`src/vga_pkg.sv`:
```
// shared types and register addresses for the VGA display controller
// the timing numbers are module parameters, so nothing here depends on the
// screen geometry
package vga_pkg;

	// one 12-bit colour as it goes to the resistor DAC on the board
	// red sits in the top nibble so the word reads as 12'hrgb
	typedef struct packed {
		logic [3:0] red;
		logic [3:0] green;
		logic [3:0] blue;
	} rgb_t;

	// everything the later stages need to know about one pixel period
	// x and y count from the top left corner of the whole raster,
	// including the blanking area
	// hsync and vsync are already at pin polarity, so low means sync
	typedef struct packed {
		logic [9:0] x;
		logic [9:0] y;
		logic       active;
		logic       hsync;
		logic       vsync;
	} vga_beat_t;

	// the four picture modes of the pattern generator
	typedef enum logic [1:0] {
		mode_solid   = 2'd0,
		mode_bars    = 2'd1,
		mode_checker = 2'd2,
		mode_grid    = 2'd3
	} vga_mode_e;

	// layout of the control register
	// the reserved bits are kept so the word is as wide as a colour
	typedef struct packed {
		logic [8:0] reserved;
		logic       video_on;
		vga_mode_e  mode;
	} vga_ctrl_t;

	// the host always writes a 12-bit word
	// the address tells whether that word is a control word or a colour,
	// so the same bits are read through one of these two views
	typedef union packed {
		vga_ctrl_t ctrl;
		rgb_t      color;
	} vga_reg_word_u;

	// register map of the configuration block
	localparam logic [1:0] reg_ctrl = 2'd0;
	localparam logic [1:0] reg_fg   = 2'd1;
	localparam logic [1:0] reg_bg   = 2'd2;

	// an idle beat is what the pins should show out of reset
	// both syncs high and nothing visible
	localparam vga_beat_t beat_idle = '{
		x:      10'd0,
		y:      10'd0,
		active: 1'b0,
		hsync:  1'b1,
		vsync:  1'b1
	};

endpackage
```
`src/vga_top.sv`:
```
`timescale 1ns/1ps

// VGA display controller top level
// timing generator, configuration registers, pattern generator and output
// stage in a three stage chain that advances on the pixel strobe
module vga_top import vga_pkg::*; #(
	parameter int H_ACTIVE  = 640,
	parameter int H_FRONT   = 16,
	parameter int H_SYNC    = 96,
	parameter int H_BACK    = 48,
	parameter int V_ACTIVE  = 480,
	parameter int V_FRONT   = 10,
	parameter int V_SYNC    = 2,
	parameter int V_BACK    = 33,
	parameter int CLK_DIV   = 4,
	parameter int CELL_LOG2 = 3
) (
	input  logic          clk,
	input  logic          rst,
	input  logic          wr,
	input  logic [1:0]    addr,
	input  vga_reg_word_u wdata,
	output logic          pix_en,
	output rgb_t          rgb_pin,
	output logic          hsync_pin,
	output logic          vsync_pin
);

	vga_beat_t beat_tim;
	vga_beat_t beat_pat;
	logic      frame_start;
	vga_ctrl_t ctrl;
	rgb_t      fg;
	rgb_t      bg;
	rgb_t      color;

	vga_timing #(
		.H_ACTIVE(H_ACTIVE), .H_FRONT(H_FRONT), .H_SYNC(H_SYNC), .H_BACK(H_BACK),
		.V_ACTIVE(V_ACTIVE), .V_FRONT(V_FRONT), .V_SYNC(V_SYNC), .V_BACK(V_BACK),
		.CLK_DIV(CLK_DIV)
	) u_timing (
		.clk(clk), .rst(rst), .pix_en(pix_en), .beat(beat_tim),
		.frame_start(frame_start)
	);

	// new settings are taken over on the strobe that loads the first beat
	vga_regs u_regs (
		.clk(clk), .rst(rst), .wr(wr), .addr(addr), .wdata(wdata),
		.frame_start(frame_start), .ctrl(ctrl), .fg(fg), .bg(bg)
	);

	vga_pattern #(.CELL_LOG2(CELL_LOG2)) u_pattern (
		.clk(clk), .rst(rst), .pix_en(pix_en), .beat_in(beat_tim), .ctrl(ctrl),
		.fg(fg), .bg(bg), .beat_out(beat_pat), .color(color)
	);

	// video_on is read one strobe after the pattern used the same settings,
	// which is still inside the frame they were loaded for
	vga_out u_out (
		.clk(clk), .rst(rst), .pix_en(pix_en), .beat(beat_pat), .color(color),
		.video_on(ctrl.video_on), .rgb_pin(rgb_pin), .hsync_pin(hsync_pin),
		.vsync_pin(vsync_pin)
	);

endmodule

```
`src/vga_out.sv`:
```
`timescale 1ns/1ps

// output stage
// blanks the colour outside the visible window and registers colour and
// both syncs to the pins on the same strobe
module vga_out import vga_pkg::*; (
	input  logic      clk,
	input  logic      rst,
	input  logic      pix_en,
	input  vga_beat_t beat,
	input  rgb_t      color,
	input  logic      video_on,
	output rgb_t      rgb_pin,
	output logic      hsync_pin,
	output logic      vsync_pin
);

	logic show;

	// monitors need black during the porches to find the black level,
	// and the host can switch the picture off without touching the syncs
	assign show = beat.active && video_on;

	// pin registers
	// out of reset the syncs idle high and the colour is black
	always_ff @(posedge clk or posedge rst) begin
		if (rst) begin
			rgb_pin <= '0;
			hsync_pin <= 1'b1;
			vsync_pin <= 1'b1;
		end else if (pix_en) begin
			rgb_pin <= show ? color : rgb_t'('0);
			hsync_pin <= beat.hsync;
			vsync_pin <= beat.vsync;
		end
	end

	// nothing may reach the pins from a beat outside the visible window
	assert property (@(posedge clk) disable iff (rst)
		(pix_en && !beat.active) |=> (rgb_pin == '0));

endmodule

```
`src/vga_pattern.sv`:
```
`timescale 1ns/1ps

// pattern generator
// turns the position in each timing beat into a colour and passes the beat on
// one strobe later, so colour and sync stay paired
module vga_pattern import vga_pkg::*; #(
	parameter int CELL_LOG2 = 3
) (
	input  logic      clk,
	input  logic      rst,
	input  logic      pix_en,
	input  vga_beat_t beat_in,
	input  vga_ctrl_t ctrl,
	input  rgb_t      fg,
	input  rgb_t      bg,
	output vga_beat_t beat_out,
	output rgb_t      color
);

	// cells are 2**CELL_LOG2 pixels wide and high
	// CELL_LOG2 has to be at least 1 for the grid lines to exist
	logic x_cell;
	logic y_cell;
	logic x_edge;
	logic y_edge;
	rgb_t color_next;

	// bit CELL_LOG2 flips once per cell
	assign x_cell = beat_in.x[CELL_LOG2];
	assign y_cell = beat_in.y[CELL_LOG2];

	// a grid line sits on the first column and first row of every cell
	assign x_edge = (beat_in.x[CELL_LOG2-1:0] == '0);
	assign y_edge = (beat_in.y[CELL_LOG2-1:0] == '0);

	// colour choice for the beat that is about to be registered
	// blanking is left to the output stage, so the pattern also runs
	// through the porches and sync area
	always_comb begin
		case (ctrl.mode)
			mode_solid: begin
				color_next = fg;
			end
			mode_bars: begin
				// vertical bars alternate every cell along x
				color_next = x_cell ? bg : fg;
			end
			mode_checker: begin
				// equal cell parity on both axes gives the foreground square
				color_next = (x_cell == y_cell) ? fg : bg;
			end
			mode_grid: begin
				color_next = (x_edge || y_edge) ? fg : bg;
			end
			default: begin
				color_next = fg;
			end
		endcase
	end

	// beat and colour move together on the strobe and hold otherwise
	always_ff @(posedge clk or posedge rst) begin
		if (rst) begin
			beat_out <= beat_idle;
			color <= '0;
		end else if (pix_en) begin
			beat_out <= beat_in;
			color <= color_next;
		end
	end

endmodule

```
`src/vga_regs.sv`:
```
`timescale 1ns/1ps

// configuration registers for control word, foreground and background
// writes land in pending copies and the live copies only move at frame start,
// so one frame is always drawn with a single consistent set of values
module vga_regs import vga_pkg::*; (
	input  logic          clk,
	input  logic          rst,
	input  logic          wr,
	input  logic [1:0]    addr,
	input  vga_reg_word_u wdata,
	input  logic          frame_start,
	output vga_ctrl_t     ctrl,
	output rgb_t          fg,
	output rgb_t          bg
);

	// power-up picture is black because video_on is off
	// white on black is ready once software turns the output on
	localparam vga_ctrl_t CTRL_RESET = '{
		reserved: 9'd0,
		video_on: 1'b0,
		mode:     mode_solid
	};
	localparam rgb_t FG_RESET = '{red: 4'hf, green: 4'hf, blue: 4'hf};
	localparam rgb_t BG_RESET = '{red: 4'h0, green: 4'h0, blue: 4'h0};

	vga_ctrl_t ctrl_pend;
	rgb_t      fg_pend;
	rgb_t      bg_pend;

	// pending copies
	// the address picks both the register and the view of the data word
	always_ff @(posedge clk or posedge rst) begin
		if (rst) begin
			ctrl_pend <= CTRL_RESET;
			fg_pend <= FG_RESET;
			bg_pend <= BG_RESET;
		end else if (wr) begin
			case (addr)
				reg_ctrl: ctrl_pend <= wdata.ctrl;
				reg_fg:   fg_pend <= wdata.color;
				reg_bg:   bg_pend <= wdata.color;
				default:  ;
			endcase
		end
	end

	// live copies
	// a write on the same edge as frame_start waits for the next frame
	always_ff @(posedge clk or posedge rst) begin
		if (rst) begin
			ctrl <= CTRL_RESET;
			fg <= FG_RESET;
			bg <= BG_RESET;
		end else if (frame_start) begin
			ctrl <= ctrl_pend;
			fg <= fg_pend;
			bg <= bg_pend;
		end
	end

	// only three registers exist and there is no error response
	assert property (@(posedge clk) disable iff (rst)
		wr |-> (addr < 2'd3));

endmodule

```
`src/vga_timing.sv`:
```
`timescale 1ns/1ps

// raster timing generator
// divides the system clock into a pixel strobe and walks a column and a row
// counter through active area, front porch, sync pulse and back porch
module vga_timing import vga_pkg::*; #(
	parameter int H_ACTIVE = 640,
	parameter int H_FRONT  = 16,
	parameter int H_SYNC   = 96,
	parameter int H_BACK   = 48,
	parameter int V_ACTIVE = 480,
	parameter int V_FRONT  = 10,
	parameter int V_SYNC   = 2,
	parameter int V_BACK   = 33,
	parameter int CLK_DIV  = 4
) (
	input  logic      clk,
	input  logic      rst,
	output logic      pix_en,
	output vga_beat_t beat,
	output logic      frame_start
);

	localparam int H_TOTAL = H_ACTIVE + H_FRONT + H_SYNC + H_BACK;
	localparam int V_TOTAL = V_ACTIVE + V_FRONT + V_SYNC + V_BACK;
	// a divide by one still needs a one bit counter to keep the code legal
	localparam int DIV_W = (CLK_DIV > 1) ? $clog2(CLK_DIV) : 1;

	logic [DIV_W-1:0] div_cnt;
	logic [9:0]       h_cnt;
	logic [9:0]       v_cnt;
	logic             h_last;
	logic             v_last;
	logic             h_active;
	logic             v_active;
	logic             h_sync_win;
	logic             v_sync_win;

	// prescaler
	// pix_en is registered, so it rises one clock after the counter
	// reaches its top value and stays low all through reset
	always_ff @(posedge clk or posedge rst) begin
		if (rst) begin
			div_cnt <= '0;
			pix_en <= 1'b0;
		end else begin
			if (div_cnt == DIV_W'(CLK_DIV - 1))
				div_cnt <= '0;
			else
				div_cnt <= div_cnt + 1'b1;
			pix_en <= (div_cnt == DIV_W'(CLK_DIV - 1));
		end
	end

	assign h_last = (h_cnt == 10'(H_TOTAL - 1));
	assign v_last = (v_cnt == 10'(V_TOTAL - 1));

	// the counters hold the position of the beat that is loaded next
	// the row only moves when the column wraps
	always_ff @(posedge clk or posedge rst) begin
		if (rst) begin
			h_cnt <= '0;
			v_cnt <= '0;
		end else if (pix_en) begin
			h_cnt <= h_last ? 10'd0 : h_cnt + 10'd1;
			if (h_last)
				v_cnt <= v_last ? 10'd0 : v_cnt + 10'd1;
		end
	end

	// sync windows start right after the front porch
	assign h_active = (h_cnt < 10'(H_ACTIVE));
	assign v_active = (v_cnt < 10'(V_ACTIVE));
	assign h_sync_win = (h_cnt >= 10'(H_ACTIVE + H_FRONT)) &&
		(h_cnt < 10'(H_ACTIVE + H_FRONT + H_SYNC));
	assign v_sync_win = (v_cnt >= 10'(V_ACTIVE + V_FRONT)) &&
		(v_cnt < 10'(V_ACTIVE + V_FRONT + V_SYNC));

	// one beat per strobe, with the flags decoded from the same counter
	// values as the position so they can never drift apart
	always_ff @(posedge clk or posedge rst) begin
		if (rst) begin
			beat <= beat_idle;
		end else if (pix_en) begin
			beat.x <= h_cnt;
			beat.y <= v_cnt;
			beat.active <= h_active && v_active;
			beat.hsync <= !h_sync_win;
			beat.vsync <= !v_sync_win;
		end
	end

	// the configuration block swaps its registers on this pulse
	// it is high exactly on the strobe that loads the top left beat
	assign frame_start = pix_en && (h_cnt == 10'd0) && (v_cnt == 10'd0);

	// a visible pixel inside the horizontal sync pulse means a bad parameter set
	assert property (@(posedge clk) disable iff (rst)
		!(beat.active && !beat.hsync));

	// the strobe has to be a single clock pulse once the clock is divided
	assert property (@(posedge clk) disable iff (rst)
		(CLK_DIV > 1 && pix_en) |=> !pix_en);

endmodule

```
`config.mk`:
```
export PLATFORM = sky130hd
export DESIGN_NAME = vga_top
export DESIGN_NICKNAME = d
export VERILOG_FILES = /design/src/vga_pkg.sv /design/src/vga_top.sv /design/src/vga_out.sv /design/src/vga_pattern.sv /design/src/vga_regs.sv /design/src/vga_timing.sv
export SDC_FILE = /design/constraint.sdc
export NUM_CORES = 1
export LEC_CHECK = 0
export ABC_CLOCK_PERIOD_IN_PS = 4730
export BUFFER_PORTS_ARGS = -buffer_cell sky130_fd_sc_hd__buf_2
export CAP_MARGIN = 20
export CORE_UTILIZATION = 35
export CTS_CLUSTER_SIZE = 12
export DETAILED_ROUTE_END_ITERATION = 7
export HOLD_SLACK_MARGIN = 0.12
export PLACE_DENSITY = 0.54
export SYNTH_ARGS = -nofsm -noshare
export SYNTH_HDL_FRONTEND = slang
export SYNTH_SLANG_ARGS = --single-unit
export TNS_END_PERCENT = 20
```
`constraint.sdc`:
```
create_clock -name clk -period 4.73 [get_ports clk]
set_clock_uncertainty 0.05 [all_clocks]
set_input_delay 1.1825 -clock clk [delete_from_list [all_inputs] [get_ports clk]]
set_output_delay 1.1825 -clock clk [all_outputs]
set_load 0.01 [all_outputs]
```
==> results of run 1 <==
[layout make-up]
type / count / share of cell area [%]
inverters: 18 / 1.18
flip-flops and latches: 117 / 50.0
well taps: 180 / 3.80
repair buffers: 36 / 3.25
clock inverters: 13 / 2.91
multi-input cells: 244 / 31.4
clock buffers: 19 / 7.47
[cell usage after synthesis (all sizes together) (5+ instances only)]
master / number
dfstp: 30
nand3: 20
dfrtp: 87
inv: 18
and3: 8
ha: 5
mux2: 70
buf: 9
nor2: 26
xor2: 5
xnor2: 5
o21ai: 32
a31oi: 12
nand4: 6
clkbuf: 12
nand2: 18
[power by group]
| part | internal [W] | total [W] | switching (W) |
|---|---|---|---|
| clock network | 0.000849 | 0.00132 | 0.000472 |
| logic | 0.0000748 | 0.000147 | 0.0000718 |
| registers | 0.00111 | 0.00117 | 0.0000577 |
[worst paths after layout]
path / cells after the start / to / from
worst min register to register: 1 / u_timing.div_cnt[0]$_DFF_PP0_ / u_timing.div_cnt[0]$_DFF_PP0_
worst max register to register: 6 / u_regs.ctrl[2]$_DFFE_PP0P_ / u_timing.v_cnt[1]$_DFFE_PP0P_
worst min-delay path: 1 / u_timing.div_cnt[0]$_DFF_PP0_ / u_timing.div_cnt[0]$_DFF_PP0_
min in group asynchronous: 2 / u_timing.h_cnt[7]$_DFFE_PP0P_ / rst
max in group asynchronous: 3 / u_regs.fg[7]$_DFFE_PP1P_ / rst
worst max-delay path: 2 / pix_en / u_timing.pix_en$_DFF_PP0_
[metrics by stage]
stage / util, % / cell area [sq um] / hold slack, ps / setup WS [ps] / instances
6_report: 42.7 / 5930 / 380 / 1990 / 627
5_1_grt: 42.7 / 5930 / 415 / 1860 / 627
4_1_cts: 42.7 / 5930 / 383 / 1950 / 627
3_5_place_dp: 38.3 / 5310 / 376 / 2230 / 595
3_3_place_gp: 38.3 / 5310 / 363 / 2240 / 595
2_1_floorplan: - / 5000 / 353 / 446 / 400
[registers in the layout, summed over array words and instances, names as in the netlist, 10 cells and up]
register and cells:
u_regs.fg_pend 12, u_out.rgb_pin 12, u_timing.beat 11, u_pattern.color 12, u_timing.v_cnt 10, u_regs.bg 12, u_timing.h_cnt 10, u_regs.fg 12
u_regs.bg_pend 12
[critical path: stages, from the launching register on]
cell and delay, ps:
dfrtp_2 340, buf_4 510, buf_2 240
[layer usage]
layer | GRT usage [%] | share of wire (%) | vias to the layer above
li1 | - | - | 1498
met5 | 0 | 0 | -
met1 | 21.0 | 53 | 1508
met4 | 6.17 | 1.7 | 0
met3 | 4.93 | 3.8 | 15
met2 | 20.0 | 42 | 59
[kinds of logic after synthesis]
logic type | synth area share [%]
compound gates | 6.31
buf+inv | 3.45
flops | 59.3
simple gates | 11.9
mux | 16.0
xor+xnor | 1.75
fa+ha+maj | 1.25
==> summary.txt, run 1 <==
Status -> complete, no violations
Period utilization -> 58.0%
Clock latency on the worst-skew pair -> 410 ps
Layout area overhead -> 18.7%
Final net count -> 456
Syn Nets -> 422
FILL cells -> 1331
Crit-path max FO -> 66
Largest net degree at the start of global routing -> 75
First-pass GRT wire length -> 16300 um
Syn avg cell area -> 12.5 sq um
Static Leakage -> 2.61 nW
Post-synth cell types -> 44
Hold Path Class -> flop to flop
Number of global-route vias before repair -> 3124
FP Rows -> 43
Max Fclk -> 364 MHz
RSZ-0062 raised after global routing -> false
Final Hold Vio Count -> 0
Post-layout min period -> 2740 ps
CP Class -> flop to output pin
I/O pin cnt -> 32
Area occupied by multi-input gates -> 1860 sq um
Req. time, crit path -> 3500 ps
Worst vdd ir -> 0.275 mV
Slew headroom -> 39.0%
Post-DP HPWL -> 6340 um
Post-CTS Resized -> 0
Most common cell after layout, fill and taps aside -> dfrtp_1
Core area -> 13900 sq um
Via density -> 4.91
FF+latch area -> 2970 sq um
Sequential share of the synthesized area -> 59.3%
Endpoints failing setup -> 0
Htree depth -> 4
Area share of the largest cell type after synthesis -> 43.6%
Setup bufs post-CTS -> 0
R2R Setup Slk -> 2280 ps
Crit path DAT -> 1510 ps
PD cells -> 445 nW/um^2
Commonest non-fill, non-tap cells in the layout -> dfrtp_1, mux2_2, buf_2, dfstp_2, o21ai_0
CTS tree -> done
Drt first pass iters -> 5
Gr ovfl total -> 0
Share of cells above drive strength 1 -> 34.7%
Root buf cell -> clkbuf_16
Synth area leaders -> dfrtp_1, dfstp_2, mux2_2
Final max-slew violation count -> 0
Post-route ant nets -> 0
Cell count after synthesis -> 400
Max cap viols -> 0
Clock sink total -> 117
Cell taking the most area after synthesis -> dfrtp_1
Total track usage -> 14.7%
Max Buffers Root-to-Sink -> 2
Antenna violations before repair -> 0
Worst Setup End Kind -> output pin
DRC viols -> 0
Post-synthesis register bit count -> 117
Routed wire length per instance -> 15.0 um
Worst slew pin tran -> 914 ps
Post-synthesis cell area -> 5000 sq um
Hold-fix buffers, CTS -> 0
Setup TNS -> 0 ps
Clk pin slew, worst setup/hold paths -> 50 ps
Clock buffer count from CTS -> 17
Async SR Flop Fraction -> 100%
Final GP Congestion -> 0.815
DRT Wirelength -> 9430 um
Predominant post-synthesis flop cell -> dfrtp_1
IO Port Bufs -> 31
Die width -> 121 um
Yosys warns -> 0
# diodes -> 0
Total power -> 0.00264 W
DR vias -> 3080
Die area -> 14800 sq um
Startpoint Class -> flop
DRT iter0 DRCs -> 186
Number of synthesized flops with an enable pin -> 0
Die height -> 121 um
Initial Util -> 36.0%
(Power assumes the default switching activity.)
==> run 2: changes to the inputs <==
--- a/config.mk
+++ b/config.mk
@@ -5,7 +5,7 @@
 export SDC_FILE = /design/constraint.sdc
 export NUM_CORES = 1
 export LEC_CHECK = 0
-export ABC_CLOCK_PERIOD_IN_PS = 4730
+export ABC_CLOCK_PERIOD_IN_PS = 2750
 export BUFFER_PORTS_ARGS = -buffer_cell sky130_fd_sc_hd__buf_2
 export CAP_MARGIN = 20
 export CORE_UTILIZATION = 35
==> constraint.sdc (replaced) <==
create_clock -name clk -period 2.75 [get_ports clk]
set_clock_uncertainty 0.05 [all_clocks]
set_input_delay 0.6875 -clock clk [delete_from_list [all_inputs] [get_ports clk]]
set_output_delay 0.6875 -clock clk [all_outputs]
set_load 0.01 [all_outputs]
==> summary.txt, run 2 (synthesis results as in run 1) <==
Hold_ws -> 303 ps
Post-layout min period -> 2360 ps
Clock buffer count from CTS -> 17
Most common cell after layout, fill and taps aside -> dfrtp_1
Worst slew pin tran -> 718 ps
Total power -> 0.00441 W
Number of global-route vias before repair -> 3146
Final GP Congestion -> 0.816
Family with the most delay on the worst path -> buffers and inverters
Clock sink total -> 117
DRT iter0 DRCs -> 181
FILL cells -> 1327
Clock latency on the worst-skew pair -> 410 ps
Fin cells -> 628
Routed wire length per instance -> 14.9 um
IO Port Bufs -> 31
Antenna violations before repair -> 0
Root buf cell -> clkbuf_16
Drt first pass iters -> 5
DRT Wirelength -> 9370 um
Gr ovfl total -> 0
Metal3 WL -> 383 um
# diodes -> 0
CTS tree -> done
Worst Setup End Kind -> output pin
Slew headroom -> 52.0%
Hold Path Class -> input pin to asynchronous set/reset pin
CP Cell Sequence -> buf_4 > buf_2
Post-DP HPWL -> 6240 um
Max layer used -> met4
Status -> complete, no violations
Crit path buf inv count -> 2
Largest net degree at the start of global routing -> 74
Setup TNS -> 0 ps
Crit path DAT -> 1620 ps
Post-CTS Resized -> 0
Static Leakage -> 2.60 nW
Die height -> 121 um
Final max-slew violation count -> 0
Post-route ant nets -> 0
Max cap viols -> 0
Hold-fix buffers, CTS -> 0
Die width -> 121 um
Via density -> 4.94
FP Rows -> 43
Max Fclk -> 424 MHz
Total track usage -> 14.5%
Initial Util -> 36.0%
Placed insts -> 596
Clk pin slew, worst setup/hold paths -> 60 ps
Max Buffers Root-to-Sink -> 2
RSZ-0062 raised after global routing -> false
DRC viols -> 0
Period utilization -> 85.7%
CP Class -> flop to output pin
Endpoints failing setup -> 0
Slowest cell delay on critical path -> 530 ps
First-pass GRT wire length -> 16200 um
Req. time, crit path -> 2010 ps
Finished Cell Area -> 5920 sq um
Dpl cell area -> 5340 sq um
Htree depth -> 4
Commonest non-fill, non-tap cells in the layout -> dfrtp_1, mux2_2, buf_2, dfstp_2, o21ai_0
I/O pin cnt -> 32
Core area -> 13900 sq um
Setup bufs post-CTS -> 0
Final Hold Vio Count -> 0
Met2 WL post-DR -> 3980 um
Startpoint Class -> flop
Crit-path max FO -> 62
Layout area overhead -> 18.4%
Die area -> 14800 sq um
Met1 WL -> 4890 um
Final net count -> 457
Share of cells above drive strength 1 -> 34.6%
Slowest cell on crit path -> buf_4
DR vias -> 3105
Worst vdd ir -> 0.420 mV
PD cells -> 746 nW/um^2
-- run 2: power by group --
group	leakage (nW)	switching (W)	internal [W]
clock	0.275	0.000806	0.00134
combinational	0.902	0.000128	0.000131
sequential	1.43	0.0000892	0.00192
total	2.60	0.00102	0.00339
-- run 2: area by class of cell --
class	instances	area (sq um)	share of cell area (%)
clock inverter	13	149	2.52
sequential	117	2970	50.1
clock buffer	19	433	7.32
timing repair buffer	37	213	3.59
multi-input combinational	244	1860	31.4
inverter	18	71.3	1.21
tap	180	225	3.81
-- run 2: layer usage --
| layer | global-route usage (%) | vias up |
|---|---|---|
| met1 | 20.5 | 1538 |
| met5 | 0 | - |
| met4 | 6.40 | 0 |
| met2 | 19.7 | 55 |
| li1 | - | 1505 |
| met3 | 5.31 | 7 |
-- run 2: stage by stage --
stage / worst slack (ps) / util, %
after CTS: 356 / 42.6
after global routing: 283 / 42.6
after detailed placement: 496 / 38.4
after floorplan: 610 / -
final: 393 / 42.6
after global placement: 588 / 38.4
-- run 2: worst paths after layout --
check | startpoint | to | slack (ps) | cells after the start
setup / recovery | u_timing.pix_en$_DFF_PP0_ | pix_en | 390 | 2
hold / removal | rst | u_timing.h_cnt[7]$_DFFE_PP0P_ | 300 | 2
hold reg to reg | u_timing.div_cnt[0]$_DFF_PP0_ | u_timing.div_cnt[0]$_DFF_PP0_ | 380 | 1
setup reg to reg | u_timing.v_cnt[0]$_DFFE_PP0P_ | u_regs.bg[2]$_DFFE_PP0P_ | 510 | 7
max in group asynchronous | rst | u_regs.fg[8]$_DFFE_PP1P_ | 1540 | 3
min in group clk | u_timing.div_cnt[0]$_DFF_PP0_ | u_timing.div_cnt[0]$_DFF_PP0_ | 380 | 1
==> run 3: changes to the inputs <==
--- a/config.mk
+++ b/config.mk
@@ -5,7 +5,7 @@
 export SDC_FILE = /design/constraint.sdc
 export NUM_CORES = 1
 export LEC_CHECK = 0
-export ABC_CLOCK_PERIOD_IN_PS = 2750
+export ABC_CLOCK_PERIOD_IN_PS = 2200
 export BUFFER_PORTS_ARGS = -buffer_cell sky130_fd_sc_hd__buf_2
 export CAP_MARGIN = 20
 export CORE_UTILIZATION = 35
==> constraint.sdc (replaced) <==
create_clock -name clk -period 2.2 [get_ports clk]
set_clock_uncertainty 0.05 [all_clocks]
set_input_delay 0.55 -clock clk [delete_from_list [all_inputs] [get_ports clk]]
set_output_delay 0.55 -clock clk [all_outputs]
set_load 0.01 [all_outputs]
==> summary.txt, run 3 (synthesis results as in run 1) <==
Htree depth -> 4
Layout area overhead -> 20.4%
Final net count -> 462
CP Class -> flop to flop
Initial Util -> 36.0%
Die area -> 14800 sq um
Endpoints failing setup -> 0
Setup TNS -> 0 ps
Gr ovfl total -> 0
FP Rows -> 43
Die width -> 121 um
Max Fclk -> 503 MHz
Worst vdd ir -> 0.635 mV
Post-DP HPWL -> 6380 um
Hold_ws -> 334 ps
Static Leakage -> 2.65 nW
Slowest cell on crit path -> or4_4
Clock sink total -> 117
# diodes -> 0
Final GP Congestion -> 0.800
Drt first pass iters -> 4
Via density -> 4.96
Antenna violations before repair -> 0
Req. time, crit path -> 2480 ps
Slew headroom -> 62.4%
PD cells -> 938 nW/um^2
Slowest cell delay on critical path -> 550 ps
Max Buffers Root-to-Sink -> 2
Total track usage -> 14.5%
Share of cells above drive strength 1 -> 35.4%
Status -> complete, no violations
Setup bufs post-CTS -> 0
Crit path DAT -> 2270 ps
I/O pin cnt -> 32
Final Hold Vio Count -> 0
Dpl cell area -> 5390 sq um
IO Port Bufs -> 31
Die height -> 121 um
Largest net degree at the start of global routing -> 61
DR vias -> 3137
Hold Path Class -> input pin to flop
Worst slew pin tran -> 559 ps
Clk pin slew, worst setup/hold paths -> 60 ps
Post-route ant nets -> 0
Max cap viols -> 0
Final max-slew violation count -> 0
Routed wire length per instance -> 14.9 um
Crit-path max FO -> 7
CP Cell Sequence -> ha_1 > nand4_1 > or4_4 > nor3_2 > mux2i_1
Number of global-route vias before repair -> 3085
DRT Wirelength -> 9400 um
Clock latency on the worst-skew pair -> 410 ps
CTS tree -> done
Period utilization -> 90.4%
Finished Cell Area -> 6010 sq um
DRC viols -> 0
Root buf cell -> clkbuf_16
Startpoint Class -> flop
RSZ-0062 raised after global routing -> false
Worst Setup End Kind -> flop
Core area -> 13900 sq um
Clock buffer count from CTS -> 17
DRT iter0 DRCs -> 171
Commonest non-fill, non-tap cells in the layout -> dfrtp_1, mux2_2, buf_2, dfstp_2, o21ai_0
Most common cell after layout, fill and taps aside -> dfrtp_1
Post-layout min period -> 1990 ps
First-pass GRT wire length -> 16200 um
[run 3: critical path: cells and delay by family (launching register included)]
family	cells	cell delay, ps
AND/OR/NAND/NOR	3	990
multiplexers	1	200
flip-flops	1	440
adder cells (fa/ha/maj)	1	240
[run 3: path summary, 6_finish.rpt]
path	to	slack, ps	depth (start not counted)	from
max reg2reg	u_timing.v_cnt[9]$_DFFE_PP0P_	210	5	u_timing.h_cnt[0]$_DFFE_PP0P_
min	u_regs.bg_pend[8]$_DFFE_PP0P_	330	2	wdata[8]
min reg2reg	u_timing.div_cnt[0]$_DFF_PP0_	380	1	u_timing.div_cnt[0]$_DFF_PP0_
max	u_timing.v_cnt[9]$_DFFE_PP0P_	210	5	u_timing.h_cnt[0]$_DFFE_PP0P_
min in group asynchronous	u_regs.ctrl_pend[1]$_DFFE_PP0P_	650	3	rst
max in group asynchronous	u_regs.fg[8]$_DFFE_PP1P_	770	4	rst
[run 3: layout make-up]
cell class              instances  area, sq um
repair buffers                 42          278
clock inverters                11          151
well taps                     180          225
multi-input cells             244         1870
fillers                      1319         7870
inverters                      18         71.3
flip-flops and latches        117         2970
clock buffers                  20          457
[run 3: power breakdown]
part           total (W)  internal [W]  leakage (nW)  switching [W]
sequential       0.00251       0.00240          1.43       0.000116
clock            0.00281       0.00184         0.285       0.000971
combinational   0.000325      0.000169         0.936       0.000156
[run 3: stage by stage]
stage | worst slack (ps) | cells | total power, W | utilization [%]
global route | 87.7 | 632 | 0.00590 | 43.3
CTS | 90.1 | 632 | 0.00573 | 43.3
floorplan | 197 | 400 | 0.00274 | -
detailed placement | 102 | 600 | 0.00288 | 38.8
finish | 210 | 632 | 0.00564 | 43.3
global placement | 187 | 600 | 0.00286 | 38.8
[run 3: routing by layer]
| layer | wire (um) | up-vias | track usage, % |
|---|---|---|---|
| li1 | - | 1511 | - |
| met3 | 344 | 10 | 4.61 |
| met2 | 4110 | 54 | 20.4 |
| met1 | 4810 | 1562 | 20.5 |
| met5 | 0 | - | 0 |
| met4 | 131 | 0 | 6.02 |
[run 3: repair_timing]
item / CTS / global route
endpoints found under the setup margin: 0 / 27
hold endpoints to repair: 9 / 0
gates resized for setup: 0 / 1
hold buffers: 1 / 0
